`src/cpu_pkg.sv`:
```
package cpu_pkg;

    // default data width for word_t
    localparam int WORD_SIZE = 16;
    localparam int NUM_REGS = 8;

    typedef logic [WORD_SIZE-1:0] word_t;
    typedef logic [2:0] reg_idx_t;
    typedef logic [2:0] opcode_t;

    // opcode field, bits 15:13 of the instruction
    localparam opcode_t OP_MV = 3'd0;
    localparam opcode_t OP_MVT_B = 3'd1;     // imm=1 is mvt, imm=0 is b
    localparam opcode_t OP_ADD = 3'd2;
    localparam opcode_t OP_SUB = 3'd3;
    localparam opcode_t OP_LD = 3'd4;
    localparam opcode_t OP_ST = 3'd5;
    localparam opcode_t OP_CMP = 3'd7;       // 6 decodes as a nop

    localparam reg_idx_t REG_PC = 3'd7;

    // alu_none in a valid decode entry marks a branch
    typedef enum logic [2:0] {
        alu_none,
        alu_mov,
        alu_movt,
        alu_add,
        alu_sub
    } alu_op_t;

    // taken from the rX field of a branch
    typedef enum logic [2:0] {
        cond_none = 3'd0,
        cond_eq,
        cond_ne,
        cond_cc,
        cond_cs,
        cond_pl,
        cond_mi
    } cond_t;

endpackage

```
`src/decode_unit.sv`:
```
module decode_unit #(
    parameter int WORD_SIZE = 16
) (
    input  logic                 Clock,
    input  logic                 Reset,
    input  logic                 fetch_valid,
    input  logic [WORD_SIZE-1:0] fetch_instr,
    input  logic [WORD_SIZE-1:0] fetch_pc,
    input  logic [WORD_SIZE-1:0] data_a,
    input  logic [WORD_SIZE-1:0] data_b,
    output cpu_pkg::reg_idx_t    read_a,
    output cpu_pkg::reg_idx_t    read_b,
    input  logic                 ex_valid,
    input  logic                 ex_writeback,
    input  cpu_pkg::reg_idx_t    ex_rx,
    input  logic                 mem_valid,
    input  logic                 mem_writeback,
    input  cpu_pkg::reg_idx_t    mem_rx,
    input  logic                 hold,
    input  logic                 flush,
    output logic                 hazard,
    output logic                 dec_valid,
    output cpu_pkg::reg_idx_t    dec_rx,
    output logic [WORD_SIZE-1:0] dec_op1,
    output logic [WORD_SIZE-1:0] dec_op2,
    output cpu_pkg::alu_op_t     dec_alu_op,
    output cpu_pkg::cond_t       dec_cond,
    output logic                 dec_read,
    output logic                 dec_write,
    output logic                 dec_writeback,
    output logic                 dec_update_flags,
    output logic [WORD_SIZE-1:0] dec_pc
);

    cpu_pkg::opcode_t opcode;
    cpu_pkg::reg_idx_t rx;
    cpu_pkg::reg_idx_t ry;
    cpu_pkg::alu_op_t alu_op;
    cpu_pkg::cond_t cond;
    logic imm;
    logic [WORD_SIZE-1:0] imm_sext;
    logic [WORD_SIZE-1:0] imm_high;
    logic [WORD_SIZE-1:0] op2;
    logic valid, read, write, writeback, update_flags;
    logic use_rx, use_ry;
    logic [cpu_pkg::NUM_REGS-1:0] busy;     // destinations still in flight

    // III M XXX DDDDDDDDD or III M XXX 000000 YYY
    assign opcode = fetch_instr[15:13];
    assign imm = fetch_instr[12];
    assign rx = fetch_instr[11:9];
    assign ry = fetch_instr[2:0];
    assign imm_sext = {{(WORD_SIZE-9){fetch_instr[8]}}, fetch_instr[8:0]};
    assign imm_high = {fetch_instr[7:0], {(WORD_SIZE-8){1'b0}}};  // mvt clears the low byte

    assign read_a = rx;
    assign read_b = ry;

    always_comb begin
        valid = fetch_valid && (fetch_instr != '0);  // all-zero word is a nop
        alu_op = cpu_pkg::alu_none;
        cond = cpu_pkg::cond_none;
        op2 = imm ? imm_sext : data_b;
        read = 1'b0;
        write = 1'b0;
        writeback = 1'b0;
        update_flags = 1'b0;
        use_rx = 1'b0;
        use_ry = !imm;
        case (opcode)
            cpu_pkg::OP_MV: begin
                alu_op = cpu_pkg::alu_mov;
                writeback = 1'b1;
            end
            cpu_pkg::OP_MVT_B: begin
                use_ry = 1'b0;
                if (imm) begin
                    alu_op = cpu_pkg::alu_movt;
                    op2 = imm_high;
                    writeback = 1'b1;
                end else begin
                    cond = cpu_pkg::cond_t'(rx);
                    op2 = imm_sext;         // branch offset with alu_op left at alu_none
                end
            end
            cpu_pkg::OP_ADD, cpu_pkg::OP_SUB: begin
                alu_op = (opcode == cpu_pkg::OP_ADD) ? cpu_pkg::alu_add : cpu_pkg::alu_sub;
                writeback = 1'b1;
                update_flags = 1'b1;
                use_rx = 1'b1;
            end
            cpu_pkg::OP_LD, cpu_pkg::OP_ST: begin
                alu_op = cpu_pkg::alu_mov;  // address rides through as the result
                op2 = data_b;
                read = (opcode == cpu_pkg::OP_LD);
                write = (opcode == cpu_pkg::OP_ST);
                writeback = (opcode == cpu_pkg::OP_LD);
                use_rx = 1'b1;
                use_ry = 1'b1;
            end
            cpu_pkg::OP_CMP: begin
                alu_op = cpu_pkg::alu_sub;
                update_flags = 1'b1;
                use_rx = 1'b1;
            end
            default: valid = 1'b0;
        endcase
    end

    always_comb begin
        busy = '0;
        if (dec_valid && dec_writeback) busy[dec_rx] = 1'b1;
        if (ex_valid && ex_writeback) busy[ex_rx] = 1'b1;
        if (mem_valid && mem_writeback) busy[mem_rx] = 1'b1;
    end

    assign hazard = valid && ((use_rx && busy[rx]) || (use_ry && busy[ry]));

    always_ff @(posedge Clock or posedge Reset) begin
        if (Reset) begin
            dec_valid <= 1'b0;
            dec_read <= 1'b0;
            dec_write <= 1'b0;
            dec_writeback <= 1'b0;
            dec_update_flags <= 1'b0;
        end else if (flush) begin
            dec_valid <= 1'b0;
        end else if (!hold) begin
            dec_valid <= valid && !hazard;  // bubble into execute on a hazard
            dec_read <= read;
            dec_write <= write;
            dec_writeback <= writeback;
            dec_update_flags <= update_flags;
        end
    end

    always_ff @(posedge Clock) begin
        if (!hold) begin
            dec_rx <= rx;
            dec_op1 <= data_a;
            dec_op2 <= op2;
            dec_alu_op <= alu_op;
            dec_cond <= cond;
            dec_pc <= fetch_pc;
        end
    end

endmodule

```
`src/execute_unit.sv`:
```
module execute_unit #(
    parameter int WORD_SIZE = 16
) (
    input  logic                 Clock,
    input  logic                 Reset,
    input  logic                 dec_valid,
    input  cpu_pkg::reg_idx_t    dec_rx,
    input  logic [WORD_SIZE-1:0] dec_op1,
    input  logic [WORD_SIZE-1:0] dec_op2,
    input  cpu_pkg::alu_op_t     dec_alu_op,
    input  cpu_pkg::cond_t       dec_cond,
    input  logic                 dec_read,
    input  logic                 dec_write,
    input  logic                 dec_writeback,
    input  logic                 dec_update_flags,
    input  logic [WORD_SIZE-1:0] dec_pc,
    input  logic                 stall,
    output logic                 branch_taken,
    output logic [WORD_SIZE-1:0] branch_target,
    output logic                 ex_valid,
    output cpu_pkg::reg_idx_t    ex_rx,
    output logic [WORD_SIZE-1:0] ex_op1,
    output logic [WORD_SIZE-1:0] ex_result,
    output logic                 ex_read,
    output logic                 ex_write,
    output logic                 ex_writeback
);

    logic [WORD_SIZE-1:0] result;
    logic carry, overflow;
    logic is_branch, cond_met;
    logic [3:0] flags;      // n z c v

    always_comb begin
        result = dec_op2;   // mov, movt and the ld/st address
        carry = 1'b0;
        overflow = 1'b0;
        case (dec_alu_op)
            cpu_pkg::alu_add: begin
                {carry, result} = {1'b0, dec_op1} + {1'b0, dec_op2};
                overflow = (dec_op1[WORD_SIZE-1] == dec_op2[WORD_SIZE-1]) &&
                           (result[WORD_SIZE-1] != dec_op1[WORD_SIZE-1]);
            end
            cpu_pkg::alu_sub: begin
                result = dec_op1 - dec_op2;
                carry = (dec_op1 >= dec_op2);   // no borrow
                overflow = (dec_op1[WORD_SIZE-1] != dec_op2[WORD_SIZE-1]) &&
                           (result[WORD_SIZE-1] != dec_op1[WORD_SIZE-1]);
            end
            default: ;
        endcase
    end

    always_comb begin
        case (dec_cond)
            cpu_pkg::cond_eq: cond_met = flags[2];
            cpu_pkg::cond_ne: cond_met = !flags[2];
            cpu_pkg::cond_cc: cond_met = !flags[1];
            cpu_pkg::cond_cs: cond_met = flags[1];
            cpu_pkg::cond_pl: cond_met = !flags[3];
            cpu_pkg::cond_mi: cond_met = flags[3];
            default: cond_met = 1'b1;
        endcase
    end

    assign is_branch = dec_valid && (dec_alu_op == cpu_pkg::alu_none);
    assign branch_taken = is_branch && cond_met && !stall;
    assign branch_target = dec_pc + dec_op2 + WORD_SIZE'(1);  // offset -1 loops on itself

    always_ff @(posedge Clock or posedge Reset) begin
        if (Reset) begin
            flags <= '0;
            ex_valid <= 1'b0;
            ex_read <= 1'b0;
            ex_write <= 1'b0;
            ex_writeback <= 1'b0;
        end else if (!stall) begin
            if (dec_valid && dec_update_flags)
                flags <= {result[WORD_SIZE-1], result == '0, carry, overflow};
            ex_valid <= dec_valid && !is_branch;    // resolved branches leave as bubbles
            ex_read <= dec_read;
            ex_write <= dec_write;
            ex_writeback <= dec_writeback;
        end
    end

    always_ff @(posedge Clock) begin
        if (!stall) begin
            ex_rx <= dec_rx;
            ex_op1 <= dec_op1;
            ex_result <= result;
        end
    end

endmodule

```
`src/fetch_unit.sv`:
```
module fetch_unit #(
    parameter int WORD_SIZE = 16
) (
    input  logic                 Clock,
    input  logic                 Reset,
    input  logic [WORD_SIZE-1:0] InstrIn,
    input  logic                 hold,
    input  logic                 branch_taken,
    input  logic [WORD_SIZE-1:0] branch_target,
    output logic [WORD_SIZE-1:0] InstrAddr,
    output logic                 fetch_valid,
    output logic [WORD_SIZE-1:0] fetch_instr,
    output logic [WORD_SIZE-1:0] fetch_pc
);

    logic [WORD_SIZE-1:0] pc;

    assign InstrAddr = pc;  // instruction memory answers combinationally

    always_ff @(posedge Clock or posedge Reset) begin
        if (Reset) begin
            pc <= '0;
            fetch_valid <= 1'b0;
        end else if (branch_taken) begin
            // redirect wins over a hazard hold
            pc <= branch_target;
            fetch_valid <= 1'b0;
        end else if (!hold) begin
            pc <= pc + WORD_SIZE'(1);
            fetch_valid <= 1'b1;
        end
    end

    always_ff @(posedge Clock) begin
        if (!hold && !branch_taken) begin
            fetch_instr <= InstrIn;
            fetch_pc <= pc;     // address of the captured word
        end
    end

endmodule

```
`src/memory_unit.sv`:
```
module memory_unit #(
    parameter int WORD_SIZE = 16
) (
    input  logic                 Clock,
    input  logic                 Reset,
    input  logic                 ex_valid,
    input  cpu_pkg::reg_idx_t    ex_rx,
    input  logic [WORD_SIZE-1:0] ex_op1,
    input  logic [WORD_SIZE-1:0] ex_result,
    input  logic                 ex_read,
    input  logic                 ex_write,
    input  logic                 ex_writeback,
    input  logic [WORD_SIZE-1:0] DataIn,
    input  logic                 DataDone,
    output logic [WORD_SIZE-1:0] DataAddr,
    output logic [WORD_SIZE-1:0] DataOut,
    output logic                 ReadData,
    output logic                 WriteData,
    output logic                 mem_wait,
    output logic                 write_en,
    output cpu_pkg::reg_idx_t    write_idx,
    output logic [WORD_SIZE-1:0] write_data,
    output logic                 mem_valid,
    output logic                 mem_writeback,
    output cpu_pkg::reg_idx_t    mem_rx
);

    logic request;
    logic [WORD_SIZE-1:0] mem_result;

    // the execute register is the request, held while DataDone stays low
    assign request = ex_valid && (ex_read || ex_write);
    assign ReadData = ex_valid && ex_read;
    assign WriteData = ex_valid && ex_write;
    assign DataAddr = ex_result;    // value of rY
    assign DataOut = ex_op1;        // value of rX for st
    assign mem_wait = request && !DataDone;

    always_ff @(posedge Clock or posedge Reset) begin
        if (Reset) begin
            mem_valid <= 1'b0;
            mem_writeback <= 1'b0;
        end else begin
            mem_valid <= ex_valid && !mem_wait;     // bubble while waiting
            mem_writeback <= ex_writeback;
        end
    end

    always_ff @(posedge Clock) begin
        mem_rx <= ex_rx;
        mem_result <= ex_read ? DataIn : ex_result;
    end

    // register write happens as the instruction leaves this stage
    assign write_en = mem_valid && mem_writeback;
    assign write_idx = mem_rx;
    assign write_data = mem_result;

endmodule

```
`src/processor.sv`:
```
module processor #(
    parameter int WORD_SIZE = 16
) (
    input  logic           Clock,
    input  logic           Reset,
    input  cpu_pkg::word_t InstrIn,
    input  cpu_pkg::word_t DataIn,
    input  logic           DataDone,
    output cpu_pkg::word_t InstrAddr,
    output cpu_pkg::word_t DataAddr,
    output cpu_pkg::word_t DataOut,
    output logic           ReadData,
    output logic           WriteData
);

    logic hazard;
    logic mem_wait;
    logic hold_front;
    logic branch_taken;
    logic [WORD_SIZE-1:0] branch_target;

    logic fetch_valid;
    logic [WORD_SIZE-1:0] fetch_instr;
    logic [WORD_SIZE-1:0] fetch_pc;

    cpu_pkg::reg_idx_t read_a;
    cpu_pkg::reg_idx_t read_b;
    logic [WORD_SIZE-1:0] data_a;
    logic [WORD_SIZE-1:0] data_b;

    logic dec_valid;
    cpu_pkg::reg_idx_t dec_rx;
    logic [WORD_SIZE-1:0] dec_op1;
    logic [WORD_SIZE-1:0] dec_op2;
    cpu_pkg::alu_op_t dec_alu_op;
    cpu_pkg::cond_t dec_cond;
    logic dec_read;
    logic dec_write;
    logic dec_writeback;
    logic dec_update_flags;
    logic [WORD_SIZE-1:0] dec_pc;

    logic ex_valid;
    cpu_pkg::reg_idx_t ex_rx;
    logic [WORD_SIZE-1:0] ex_op1;
    logic [WORD_SIZE-1:0] ex_result;
    logic ex_read;
    logic ex_write;
    logic ex_writeback;

    logic mem_valid;
    logic mem_writeback;
    cpu_pkg::reg_idx_t mem_rx;
    logic write_en;
    cpu_pkg::reg_idx_t write_idx;
    logic [WORD_SIZE-1:0] write_data;

    assign hold_front = hazard || mem_wait;     // fetch stops for either

    fetch_unit #(.WORD_SIZE(WORD_SIZE)) i_fetch_unit (
        .Clock, .Reset, .InstrIn, .hold(hold_front), .branch_taken, .branch_target,
        .InstrAddr, .fetch_valid, .fetch_instr, .fetch_pc
    );

    // r7 reads as the address of the instruction being decoded
    register_file #(.WORD_SIZE(WORD_SIZE)) i_register_file (
        .Clock, .Reset, .read_a, .read_b, .data_a, .data_b,
        .write_en, .write_idx, .write_data, .pc_value(fetch_pc)
    );

    decode_unit #(.WORD_SIZE(WORD_SIZE)) i_decode_unit (
        .Clock, .Reset, .fetch_valid, .fetch_instr, .fetch_pc, .data_a, .data_b,
        .read_a, .read_b, .ex_valid, .ex_writeback, .ex_rx,
        .mem_valid, .mem_writeback, .mem_rx,
        .hold(mem_wait), .flush(branch_taken), .hazard,
        .dec_valid, .dec_rx, .dec_op1, .dec_op2, .dec_alu_op, .dec_cond,
        .dec_read, .dec_write, .dec_writeback, .dec_update_flags, .dec_pc
    );

    execute_unit #(.WORD_SIZE(WORD_SIZE)) i_execute_unit (
        .Clock, .Reset, .dec_valid, .dec_rx, .dec_op1, .dec_op2, .dec_alu_op,
        .dec_cond, .dec_read, .dec_write, .dec_writeback, .dec_update_flags, .dec_pc,
        .stall(mem_wait), .branch_taken, .branch_target,
        .ex_valid, .ex_rx, .ex_op1, .ex_result, .ex_read, .ex_write, .ex_writeback
    );

    memory_unit #(.WORD_SIZE(WORD_SIZE)) i_memory_unit (
        .Clock, .Reset, .ex_valid, .ex_rx, .ex_op1, .ex_result, .ex_read, .ex_write,
        .ex_writeback, .DataIn, .DataDone, .DataAddr, .DataOut, .ReadData, .WriteData,
        .mem_wait, .write_en, .write_idx, .write_data,
        .mem_valid, .mem_writeback, .mem_rx
    );

endmodule

```
`src/register_file.sv`:
```
module register_file #(
    parameter int WORD_SIZE = 16
) (
    input  logic              Clock,
    input  logic              Reset,
    input  cpu_pkg::reg_idx_t read_a,
    input  cpu_pkg::reg_idx_t read_b,
    output cpu_pkg::word_t    data_a,
    output cpu_pkg::word_t    data_b,
    input  logic              write_en,
    input  cpu_pkg::reg_idx_t write_idx,
    input  cpu_pkg::word_t    write_data,
    input  cpu_pkg::word_t    pc_value
);

    // r7 is the program counter in fetch_unit so only r0..r6 live here
    logic [WORD_SIZE-1:0] regs [cpu_pkg::NUM_REGS-1];

    assign data_a = (read_a == cpu_pkg::REG_PC) ? pc_value : regs[read_a];
    assign data_b = (read_b == cpu_pkg::REG_PC) ? pc_value : regs[read_b];

    always_ff @(posedge Clock or posedge Reset) begin
        if (Reset) begin
            for (int i = 0; i < cpu_pkg::NUM_REGS - 1; i++) begin
                regs[i] <= '0;
            end
        end else if (write_en && write_idx != cpu_pkg::REG_PC) begin
            regs[write_idx] <= write_data;  // writes to r7 are dropped
        end
    end

endmodule

```
`config.mk`:
```
export PLATFORM = sky130hd
export DESIGN_NAME = processor
export DESIGN_NICKNAME = d
export VERILOG_FILES = /design/src/cpu_pkg.sv /design/src/decode_unit.sv /design/src/execute_unit.sv /design/src/fetch_unit.sv /design/src/memory_unit.sv /design/src/processor.sv /design/src/register_file.sv
export SDC_FILE = /design/constraint.sdc
export NUM_CORES = 1
export LEC_CHECK = 0
export ABC_AREA = 1
export BUFFER_PORTS_ARGS = -buffer_cell sky130_fd_sc_hd__buf_2
export CAP_MARGIN = 5
export CORE_MARGIN = 10
export CORE_UTILIZATION = 40
export DETAILED_ROUTE_END_ITERATION = 8
export GPL_TIMING_DRIVEN = 0
export MAX_ROUTING_LAYER = met4
export PLACE_DENSITY = 0.55
export SLEW_MARGIN = 20
export SYNTH_ARGS = -nofsm -noshare
export SYNTH_HDL_FRONTEND = slang
export SYNTH_SLANG_ARGS = --single-unit
```
`constraint.sdc`:
```
create_clock -name Clock -period 9.8 [get_ports Clock]
set_clock_uncertainty 0.1 [all_clocks]
set_input_delay 0.49 -clock Clock [delete_from_list [all_inputs] [get_ports Clock]]
set_output_delay 0.49 -clock Clock [all_outputs]
set_load 0.02 [all_outputs]
```
---- Yosys cells after proc, flatten, opt, wreduce, memory -nomap -nowiden ----
Index checks and enable logic that the tools add are counted.
storage, ports and cells
  input bits .............................. 35
  output and inout bits ................... 50
  register bits ........................... 287
operators by class
  order comparisons ....................... 13
  add/subtract/negate cells ............... 5
  mux-type cells .......................... 49
  reductions and logical operators ........ 53
  bitwise operators ....................... 8
  eq/ne operators ......................... 23
operator list
  kind                                                       count
  2-to-1 mux 16 bit                                          12
  bitwise mux 112 bit                                        1
  binary-select mux 16 bit (select 3 bit)                    2
  case mux 16 bit (2 select lines)                           2
  demux 16 bit (select 3 bit)                                1
  adder 16 x 1 -> 16 bit (second input constant)             2
  equality test 3 bit (second input constant)                9
  logical AND 1 bit                                          26
  2-to-1 mux 8 bit                                           3
  < comparator 3 x 4 -> 1 bit (second input constant)        5
  adder 16 x 16 -> 17 bit                                    1
  adder 16 bit                                               1
  greater-or-equal comparator 16 bit                         1
  zero test 16 bit                                           1
  OR 8 bit                                                   2
  nonzero test 16 bit                                        1
  subtractor 16 bit                                          1
  equality test 3 x 2 -> 1 bit (second input constant)       5
  2-to-1 mux 1 bit                                           15
  greater-or-equal comparator 4 bit (second input constant)  3
  inverter 3 -> 4 bit                                        3
  case mux 3 bit (4 select lines)                            1
  zero test 1 bit                                            10
  demux 1 bit (select 3 bit)                                 3
  other kinds (21)                                           40

---- Logic depth before layout (Yosys ltp) ----
Gate-level depths: netlist of the first run.
  depth after elaboration ................. 18
  gate-level depth with buffers ........... 18
  depth with buffers taken out ............ 17

---- Modules after synthesis ----
Synthesis of the first run repeated with hierarchy kept, for this count alone.
second synthesis, totals
  cells, all modules ...................... 2359
  area total of the unflattened synthesis .. 17426.7 um2
modules (own cells, without submodules)
  module         instances  area each (um2)  sequential area each (um2)  cells an instance
  register_file  1          6652.6           2802.7                      1048
  execute_unit   1          4604.4           1226.2                      671
  decode_unit    1          3045.4           1836.8                      315
  fetch_unit     1          2124.5           1386.3                      201
  memory_unit    1          988.4            430.4                       121
  processor      1          11.3             0.0                         3

---- Worst setup path after synthesis of the first run ----
Ideal clock, no wire load.
  kind .................................... register to register
  from .................................... reg i_execute_unit.ex_read
  to ...................................... reg i_fetch_unit.fetch_instr[0], enable pin
  required time ........................... 9279 ps
  buffers on the path ..................... 2
  cell stages (with the launch flop) ...... 10
  setup slack ............................. 4639 ps
  data arrival time ....................... 4639 ps
  path through ............................ dfrtp_1 -> buf_2 -> nand2_1 -> inv_1 -> nand2_1 -> nand2_1 -> inv_1 -> nand2_4 -> buf_6 -> nor2_1
on the way
  cells in the longest elaborated chain, start to end .. 7
  elaborated cells between the ends (all ways) .. 9
  classes of those cells .................. reduce/logical (9)
ends and longest elaborated chain
  what                    RTL line            source
  start, declared         execute_unit.sv:24  output logic ex_read,
  start signal, assigned  execute_unit.sv:81  ex_read <= dec_read;
  logical OR 1 bit (*)    memory_unit.sv:32   assign request = ex_valid && (ex_read || ex_write);
  logical AND 1 bit (*)   memory_unit.sv:32
  logical AND 1 bit (*)   memory_unit.sv:37   assign mem_wait = request && !DataDone;
  zero test 1 bit         execute_unit.sv:67  assign branch_taken = is_branch && cond_met && !stall;
  logical AND 1 bit       execute_unit.sv:67
  zero test 1 bit         fetch_unit.sv:35    if (!hold && !branch_taken) begin
  logical AND 1 bit (*)   fetch_unit.sv:35
  end signal, assigned    fetch_unit.sv:36    fetch_instr <= InstrIn;
  end, declared           fetch_unit.sv:12    output logic [WORD_SIZE-1:0] fetch_instr,
Every way passes the cells marked *; elsewhere a longest branch is shown, timed or not.
A chain may end at the register's enable or synchronous reset.

---- Final worst setup path of the first run ----
  from .................................... reg i_memory_unit.mem_valid
  to ...................................... reg i_fetch_unit.fetch_instr[13], enable pin
on the way
  cells in the longest elaborated chain, start to end .. 10
  elaborated cells between the ends (all ways) .. 13
  classes of those cells .................. mux (5); reduce/logical (8)
ends and longest elaborated chain
  what                                    RTL line            source
  start, declared                         memory_unit.sv:23   output logic mem_valid,
  start signal, assigned                  memory_unit.sv:44   mem_valid <= ex_valid && !mem_wait;
  logical AND 1 bit (*)                   decode_unit.sv:114  if (mem_valid && mem_writeback) busy[mem_rx] = 1'b1;
  2-to-1 mux 8 bit (*)                    decode_unit.sv:114
  binary-select mux 1 bit (select 3 bit)  decode_unit.sv:117  assign hazard = valid && ((use_rx && busy[rx]) || (use_ry && busy[ry]));
  2-to-1 mux 1 bit (not written as such)  decode_unit.sv:117
  logical AND 1 bit                       decode_unit.sv:117
  logical OR 1 bit (*)                    decode_unit.sv:117
  logical AND 1 bit (*)                   decode_unit.sv:117
  logical OR 1 bit (*)                    processor.sv:58     assign hold_front = hazard || mem_wait;
  zero test 1 bit (*)                     --
  logical AND 1 bit (*)                   fetch_unit.sv:35
Every way passes the cells marked *; elsewhere a longest branch is shown, timed or not. The select of a mux whose other input is x is not followed.

==> flow_summary.yaml, run 1 <==
run_status:
  status: "finished clean"
setup_path:
  cp-start-kind: "flip-flop"
  r2r_start: "i_memory_unit.mem_valid$_DFF_PP0_"
  path_cells: "nand2_1 > nor2_2 > nand2_1 > nand3_1 > nor2_1 > nor2_1 > nand2_1 > nand2_1 > nand3_1 > nand2_1 > nand2_1 > nand2_4 > buf_6 > nor2_4 > buf_12"
  crit_top_cell: "nand2_1"
  cpMaxStageDelayCell: "dfrtp_1"
  cp.required_ps: 9950
  worstSetupPathType: "reg2reg"
  cp-startpoint: "i_memory_unit.mem_valid$_DFF_PP0_"
  max_stage_delay_ps: 370
  endpoint_kind: "flip-flop"
  cp_max_fo: 22
  arrival_ps: 3350
clock_network:
  cts_root_buf: "clkbuf_16"
  path_clk_slew_ps: 60
  clkSinkCount: 286
  post_cts_buffers: 0
  cts_tree: "done"
  cts_resized: 0
  cts_made_buffers: 36
  cts.htree.levels: 2
  cts_buffer_depth: 3
  clock_latency_ps: 560
  ctsHoldBuffers: 6
global_route:
  grt_pass1_vias: 13800
  grt_max_degree: 85
  track_usage_pct: 24.8
  grt_pass1_wl_mm: 87.3
  antenna_found_initial: 4
  overflow: 0
timing:
  fin_setup_tns_ps: 0
  finalHoldViolCount: 0
  timing.hold.ws_ps: 14.2
  relSlewSlack_pct: 36.6
  finalWorstSetupSlack_ps: 6590
  tightestPinTransition_ps: 948
  fin_crit_sh_pct: 32.7
  maxSlewViolCount: 0
  fin_crit_ps: 3210
  fmax_mhz: 312
  grt_setup_unrepaired: "false"
  setup_viol: 0
cells_and_area:
  drive_gt1_share_pct: 9.30
  multi_input_area_um2: 6900
  final_common_cell: "nand2_1"
  seqCellArea_um2: 7680
  largest_reg_flops: 112
  final_cell_mix: "nand2_1 (493), o21ai_0 (229), inv_1 (205)"
  largest_register: "i_register_file.regs"
  synthToLayoutAreaGrowth_pct: 15.7
  nets: 2134
  num-fill-cells: 3873
  finalNonFillerCells: 2596
  postLayoutCoreUtil_pct: 46.9
pwr:
  p_leak_nw: 8.45
  worst_ir_drop_vdd_mv: 0.145
  pwr_density_cell_nw_per_um2: 413
drt:
  vias: 14600
  wl_per_cell_um: 22.5
  dr.pass1.iters: 6
  routed_wl_mm: 58.3
  drc_errors: 0
  via_per_inst: 5.63
  antenna_left: 0
  drtIter0Drc: 1682
synth:
  synthesis.area_um2: 15700
  synth_edf_count: 124
  synth_cell_types: 47
  syn-num-nets: 2003
  synth_warnings: 0
  synth-async-reset-ratio_pct: 50.0
  postSynthCellCount: 1916
  synth_ff_type: "dfrtp_1"
  postSynthAreaPerCell_um2: 8.19
  yosysSeqAreaShare_pct: 49.0
  yosys_register_bits: 286
job:
  cap_violations: 0
die:
  die_w_um: 218
  fp.dieH_um: 218
  ioPinCount: 85
  dieArea_um2: 47500
  num_rows: 72
  start_util_pct: 40.5
  core_um2: 38700
hold_path:
  hp-start: "InstrIn[2]"
  hp-class: "in2reg"
placed_design:
  dp_cells: 2521
  hpwlAfterDp_mm: 44.6
  post-place-ws_ps: 6670
  port_buffers: 84
  gp_congestion: 0.971
stage by stage:
stage	instance area [um2]	total power, mW
2_1_floorplan	15700	4.58
3_3_place_gp	16800	5.99
3_5_place_dp	16800	6.03
4_1_cts	18100	7.44
5_1_grt	18100	7.98
6_report	18100	7.49
layer usage:
| metal | track usage [%] | wire length [um] |
|---|---|---|
| met3 | 5.46 | 5190 |
| met2 | 37.7 | 26400 |
| met5 | - | 0 |
| met1 | 32.0 | 24700 |
| met4 | 9.16 | 1980 |
cells by family after synthesis:
logic type,share of synthesized area [%]
simple gates,22.5
compound gates,15.3
flops,49.0
buf+inv,7.05
fa+ha+maj,4.29
mux,1.21
xor+xnor,0.670
worst paths after layout:
| path | cells after the start | to | slack (ps) |
|---|---|---|---|
| min reg2reg | 0 | i_memory_unit.mem_rx[0]$_DFF_P_ | 300 |
| max reg2reg | 15 | i_fetch_unit.fetch_instr[13]$_DFFE_PP_ | 6590 |
| min in group asynchronous | 3 | i_fetch_unit.InstrAddr[9]$_DFFE_PP0P_ | 470 |
| min | 1 | i_fetch_unit.fetch_instr[2]$_DFFE_PP_ | 10 |
| max in group asynchronous | 4 | i_execute_unit.flags[2]$_DFFE_PP0P_ | 8340 |
| max | 15 | i_fetch_unit.fetch_instr[13]$_DFFE_PP_ | 6590 |
area by class of cell:
class                           instances  area share (%)
Antenna cell                            3          0.0414
Buffer                                 77            1.79
Clock buffer                           52            5.87
Clock inverter                         14           0.931
Inverter                              208            4.37
Multi-Input combinational cell       1345            38.0
Sequential cell                       286            42.3
Tap cell                              518            3.57
Timing Repair Buffer                   93            3.06
worst max-delay path: cells and delay by family (launching register included):
| family | cells | cell delay, ps |
|---|---|---|
| simple gates | 13 | 1950 |
| buf+inv | 2 | 450 |
| flops | 1 | 370 |
synth_stat cells, types with 3 or more instances:
master / n / area (um2)
a221o_1: 10 / 100
nand3_1: 149 / 746
a22oi_1: 45 / 338
xnor2_1: 4 / 35.0
buf_2: 17 / 85.1
ha_1: 49 / 613
edfxtp_1: 124 / 3720
a21oi_1: 63 / 315
nor4_1: 6 / 37.5
inv_1: 207 / 777
a31oi_1: 4 / 25.0
dfxtp_1: 19 / 380
nor3_1: 13 / 65.1
o21ai_0: 229 / 1150
nand3b_1: 5 / 37.5
fa_1: 3 / 60.1
xor2_1: 8 / 70.1
nor2_2: 4 / 25.0
a211oi_1: 5 / 37.5
buf_1: 7 / 26.3
dfrtp_1: 143 / 3580
nor2_1: 161 / 604
a32o_1: 5 / 50.1
a21o_1: 3 / 22.5
o21bai_1: 6 / 45.0
o22ai_1: 9 / 56.3
nand2_1: 493 / 1850
o2111ai_1: 7 / 61.3
o211ai_1: 5 / 37.5
mux2_2: 16 / 180
a221oi_1: 12 / 105
clkbuf_1: 51 / 191
nand4_1: 16 / 100
power breakdown:
part	internal [mW]	leakage [nW]	switching, mW	total (mW)
sequential	1.94	3.40	0.546	2.48
combinational	1.07	4.44	2.56	3.63
clock	0.840	0.606	0.541	1.38
Note: power is estimated with default switching activity, not from simulation.
==> run 2: changes to the inputs <==
PLACE_DENSITY = 0.57   (was 0.55)
clock period = 2.6 ns   (was 9.8 ns; I/O delays follow)
==> flow_summary.yaml, run 2 (synthesized netlist as in run 1, its figures left out) <==
run_status:
  violations: "negative setup slack"
  status: "finished with violations"
global_route:
  overflow: 0
  track_usage_pct: 26.2
  grt_max_degree: 32
  antenna_found_initial: 1
  grt_pass1_vias: 14400
  grt_pass1_wl_mm: 91.5
die:
  start_util_pct: 40.5
  die_w_um: 218
  num_rows: 72
  ioPinCount: 85
  fp.dieH_um: 218
  dieArea_um2: 47500
  core_um2: 38700
clock_network:
  clock_latency_ps: 560
  cts_tree: "done"
  cts_made_buffers: 35
  cts_buffer_depth: 3
  clkSinkCount: 286
  cts.htree.levels: 2
  cts_root_buf: "clkbuf_16"
  path_clk_slew_ps: 60
timing:
  relSlewSlack_pct: 44.2
  fin_crit_ps: 2690
  maxSlewViolCount: 0
  grt_setup_unrepaired: "true"
  fmax_mhz: 372
  finalWorstSetupSlack_ps: -89.8
  fin_crit_sh_pct: 103
  tightestPinTransition_ps: 837
  finalHoldViolCount: 0
  setup_viol: 2
drt:
  vias: 15100
  drtIter0Drc: 1559
  routed_wl_mm: 61.2
  via_per_inst: 5.55
  dr.pass1.iters: 8
  wl_per_cell_um: 22.6
  drc_errors: 0
  antenna_left: 0
hold_path:
  hp-class: "in2async"
cells_and_area:
  drive_gt1_share_pct: 20.3
  final_common_cell: "nand2_1"
  largest_reg_flops: 112
  stdcell_area_um2: 20000
  postLayoutCoreUtil_pct: 51.5
  synthToLayoutAreaGrowth_pct: 27.2
  largest_register: "i_register_file.regs"
  finalNonFillerCells: 2711
  nets: 2252
  final_cell_mix: "nand2_1 (451), o21ai_0 (218), inv_1 (186)"
pwr:
  pwr_density_cell_nw_per_um2: 1540
  worst_ir_drop_vdd_mv: 0.648
  power_mw: 30.8
  p_leak_nw: 9.22
setup_path:
  cpMaxStageDelayCell: "edfxtp_1"
  arrival_ps: 3090
  crit_top_cell: "nand2_1"
  path_cells: "ha_4 > inv_1 > nand2_1 > nor2_2 > nand3_1 > nand3_1 > nand2_1 > nand3_1 > nand2_1 > nor2_1 > nand2_1 > nor2_1 > nand3_1 > nand2_1"
  worstSetupPathType: "reg2reg"
  cp.required_ps: 3000
  max_stage_delay_ps: 490
  cp_max_fo: 7
  endpoint_kind: "flip-flop"
  crit_buf_inv: 1
  cp-start-kind: "flip-flop"
  cp_top_family: "simple AND/OR/NAND/NOR gates"
placed_design:
  dp_cells: 2526
  gp_congestion: 0.966
  port_buffers: 84
  dpl-instance-area_um2: 17000
  post-place-ws_ps: -906
  hpwlAfterDp_mm: 45.5
job:
  cap_violations: 0
## run 2: cell count changes in the layout (fill, tap and decap cells not counted), sizes merged, moves of 2 or more
| cell | before | now |
|---|---|---|
| buf | 113 | 200 |
| clkbuf | 103 | 109 |
| clkinv | 8 | 4 |
| clkinvlp | 1 | 7 |
| diode | 3 | 1 |
| dlygate4sd3 | 6 | 34 |
| inv | 210 | 204 |
## run 2: stage by stage
| stage | hold slack, ps | TNS (ps) |
|---|---|---|
| after floorplan | 129 | -30190 |
| after global placement | 206 | -232070 |
| after detailed placement | 82.0 | -35780 |
| after CTS | 43.0 | -79.4 |
| after global routing | 86.9 | -826 |
| final | 50.4 | -151 |
## run 2: worst paths after layout
check                                                       start                                     to  slack [ps]  cells after the start
min reg2reg                i_fetch_unit.fetch_instr[11]$_DFFE_PP_      i_decode_unit.dec_rx[2]$_DFFE_PN_         360                      0
max                            i_decode_unit.dec_op1[8]$_DFFE_PN_    i_execute_unit.flags[2]$_DFFE_PP0P_         -90                     14
max reg2reg                    i_decode_unit.dec_op1[8]$_DFFE_PN_    i_execute_unit.flags[2]$_DFFE_PP0P_         -90                     14
max in group asynchronous                                   Reset    i_execute_unit.ex_valid$_DFFE_PP0N_        1380                      6
min                                                         Reset  i_fetch_unit.InstrAddr[7]$_DFFE_PP0P_          50                      3
min in group Clock                                     InstrIn[9]  i_fetch_unit.fetch_instr[9]$_DFFE_PP_         190                      2
## run 2: final cells by class
type	count	area, um2
multi-input combinational	1346	7600
antenna	1	2.50
sequential	286	7680
buffer	77	384
timing repair buffer	211	1660
clock buffer	55	1060
inverter	208	805
fill	3716	18800
clock inverter	9	115
tap	518	648
## run 2: what timing repair did
action / CTS / global route
pin swaps: 17 / 42
hold buffers: 34 / 0
endpoints found under the hold margin: 81 / 0
buffers inserted: 33 / 52
gates cloned: 1 / 1
gates resized for setup: 86 / 141
endpoints found under the setup margin: 80 / 77
## run 2: power by group
group / total, mW / switching, mW / internal [mW]
clock network: 4.99 / 1.97 / 3.02
logic: 16.5 / 10.9 / 5.67
registers: 9.26 / 1.96 / 7.30
total: 30.8 / 14.8 / 16.0
## run 2: worst register-to-register path, delay by kind of cell (launching register included)
kind	cells	cell delay (ps)
adder cells (fa/ha/maj)	1	330
buffers and inverters	1	210
flip-flops	1	490
AND/OR/NAND/NOR	12	1530
## run 2: layer usage
| layer | up-vias | global-route usage [%] | part of all wire, % |
|---|---|---|---|
| met5 | - | - | 0 |
| met4 | 0 | 11.0 | 4.8 |
| met3 | 155 | 3.91 | 7.4 |
| met2 | 695 | 40.4 | 45 |
| met1 | 7210 | 33.7 | 43 |
| li1 | 6999 | - | - |
==> run 3: changes to the inputs <==
ABC_AREA = default   (was 1)
GPL_ROUTABILITY_DRIVEN = 0   (was default)
PLACE_DENSITY = 0.61   (was 0.57)
==> flow_summary.yaml, run 3 <==
timing:
  fmax_mhz: 252
  fin_crit_ps: 3970
  timing.hold.ws_ps: 130
  setup_viol: 59
  fin_crit_sh_pct: 153
  tightestPinTransition_ps: 838
  finalWorstSetupSlack_ps: -1370
  fin_setup_tns_ps: -30010
  grt_setup_unrepaired: "true"
  finalHoldViolCount: 0
  relSlewSlack_pct: 44.1
  maxSlewViolCount: 0
cells_and_area:
  drive_gt1_share_pct: 40.0
  stdcell_area_um2: 19300
  final_common_cell: "mux2_2"
  nets: 1496
  final_cell_mix: "mux2_2 (144), dfrtp_1 (140), edfxtp_1 (124)"
  largest_reg_flops: 112
  largest_register: "i_register_file.regs"
  num-fill-cells: 3087
  synthToLayoutAreaGrowth_pct: 28.1
  postLayoutCoreUtil_pct: 51.6
  finalNonFillerCells: 1946
job:
  cap_violations: 0
synth:
  synth-async-reset-ratio_pct: 50.0
  synth_ff_type: "dfrtp_1"
  yosys-top-cells-area: "edfxtp_1 (25%), dfrtp_1 (24%), mux2_2 (11%)"
  synth_cell_types: 83
  synth_warnings: 0
  synth.most_common_cell: "mux2_2"
  postSynthAreaPerCell_um2: 12.9
  syn-num-nets: 1258
  synth_edf_count: 124
  yosys_register_bits: 286
  yosys.area.top_type: "edfxtp_1"
  postSynthCellCount: 1171
  synthTopCellsByCount: "mux2_2 (144), dfrtp_1 (143), edfxtp_1 (124)"
  yosysSeqAreaShare_pct: 51.0
  synthesis.area_um2: 15100
  netlist.area_leader.share_pct: 24.7
pwr:
  power_mw: 30.2
  worst_ir_drop_vdd_mv: 0.681
  pwr_density_cell_nw_per_um2: 1560
  p_leak_nw: 8.06
drt:
  antenna_left: 0
  dr.pass1.iters: 7
  drtIter0Drc: 722
  vias: 11100
  wl_per_cell_um: 22.5
  drc_errors: 2
  via_per_inst: 5.72
  routed_wl_mm: 43.7
die:
  num_rows: 71
  die_w_um: 214
  core_um2: 37400
  dieArea_um2: 45800
  ioPinCount: 85
  start_util_pct: 40.3
  fp.dieH_um: 214
global_route:
  antenna_found_initial: 0
  overflow: 0
  grt_max_degree: 51
  track_usage_pct: 18.8
  grt_pass1_wl_mm: 65.9
  grt_pass1_vias: 10900
run_status:
  violations: "design-rule violations, negative setup slack"
  status: "finished with violations"
setup_path:
  endpoint_kind: "flip-flop"
  cp.required_ps: 2950
  arrival_ps: 4320
  cp_max_fo: 10
  cp-start-kind: "flip-flop"
  worstSetupPathType: "reg2reg"
placed_design:
  dp_cells: 1773
  dpl-instance-area_um2: 16400
  post-place-ws_ps: -2040
  port_buffers: 84
  hpwlAfterDp_mm: 31.5
clock_network:
  clkSinkCount: 286
  cts_buffer_depth: 3
  cts_made_buffers: 34
  cts_tree: "done"
  clock_latency_ps: 520
  cts.htree.levels: 2
  cts_root_buf: "clkbuf_16"
  path_clk_slew_ps: 60
hold_path:
  hp-class: "in2reg"
-- run 3: cell count changes in the layout (fill, tap and decap cells not counted), sizes merged, moves of 14 or more --
cell | previous run | this run
nand2 | 495 | 86
mux2i | 1 | 20
o221ai | 0 | 17
clkbuf | 109 | 90
a21oi | 63 | 42
mux2 | 16 | 144
a22oi | 45 | 2
inv | 204 | 46
nand2b | 0 | 14
buf | 200 | 180
nor2 | 166 | 45
mux4 | 0 | 64
o21ai | 230 | 50
nand3 | 149 | 20
-- run 3: critical path, cell delays in order (launching register included) --
cell      delay [ps]
edfxtp_1         470
nor3b_4          610
nor2_2           270
a22o_1           330
or4_4            520
nor4_2           230
or4b_4           530
nor4_4           210
or4b_1           480
o21ai_1          130
-- run 3: cell families after synthesis --
logic type                 count (synthesis)  synth area share, %
and+or+nand+nor                          261                 8.87
buffers and inverters                    101                 2.59
muxes                                    228                 21.6
xor gates and xnor gates                  25                 1.45
DFF                                      286                 51.0
AOI/OAI and AO/OA                        218                 10.0
adders and majority gates                 52                 4.47
-- run 3: final timing paths --
check	start	end	slack, ps	cells past startpoint
worst max-delay path	i_decode_unit.dec_alu_op[1]$_SDFFCE_PN0N_	i_execute_unit.flags[2]$_DFFE_PP0P_	-1370	9
worst min-delay path	DataDone	i_decode_unit.dec_op2[15]$_DFFE_PN_	130	3
worst max register to register	i_decode_unit.dec_alu_op[1]$_SDFFCE_PN0N_	i_execute_unit.flags[2]$_DFFE_PP0P_	-1370	9
worst min register to register	i_execute_unit.ex_rx[1]$_DFFE_PN_	i_memory_unit.mem_rx[1]$_DFF_P_	310	0
max in group asynchronous	Reset	i_register_file.regs[96]$_DFFE_PP0P_	770	8
min in group asynchronous	Reset	i_register_file.regs[91]$_DFFE_PP0P_	550	4
-- run 3: power by group --
| group | leakage, nW | switching (mW) | internal [mW] |
|---|---|---|---|
| combinational | 4.17 | 8.03 | 7.46 |
| clock | 0.572 | 1.84 | 3.04 |
| sequential | 3.32 | 2.29 | 7.55 |
| total | 8.06 | 12.2 | 18.1 |
-- run 3: layout make-up --
cell class | instances | area (um2) | share of cell area, %
Sequential cell | 286 | 7690 | 39.8
Multi-Input combinational cell | 784 | 7690 | 39.8
Timing Repair Buffer | 204 | 1630 | 8.43
Clock buffer | 49 | 988 | 5.12
Tap cell | 511 | 639 | 3.31
Buffer | 52 | 294 | 1.52
Inverter | 45 | 199 | 1.03
Clock inverter | 12 | 164 | 0.849
Timing Repair inverter | 2 | 17.5 | 0.0907
Antenna cell | 1 | 2.50 | 0.0130
-- run 3: routing by layer --
| layer | vias to the layer above | share of wire [%] | track usage [%] |
|---|---|---|---|
| met1 | 5677 | 42 | 23.3 |
| met5 | - | 0 | - |
| met2 | 383 | 49 | 30.9 |
| met4 | 0 | 3.2 | 7.09 |
| met3 | 91 | 5.4 | 2.34 |
| li1 | 4984 | - | - |
-- run 3: what timing repair did --
item | 4_1_cts | 5_1_grt
gates resized for setup | 72 | 115
hold buffers | 35 | 0
gates cloned | 2 | 0
pin swaps | 15 | 49
hold endpoints to repair | 93 | 0
setup endpoints to repair | 109 | 95
setup buffers | 21 | 59
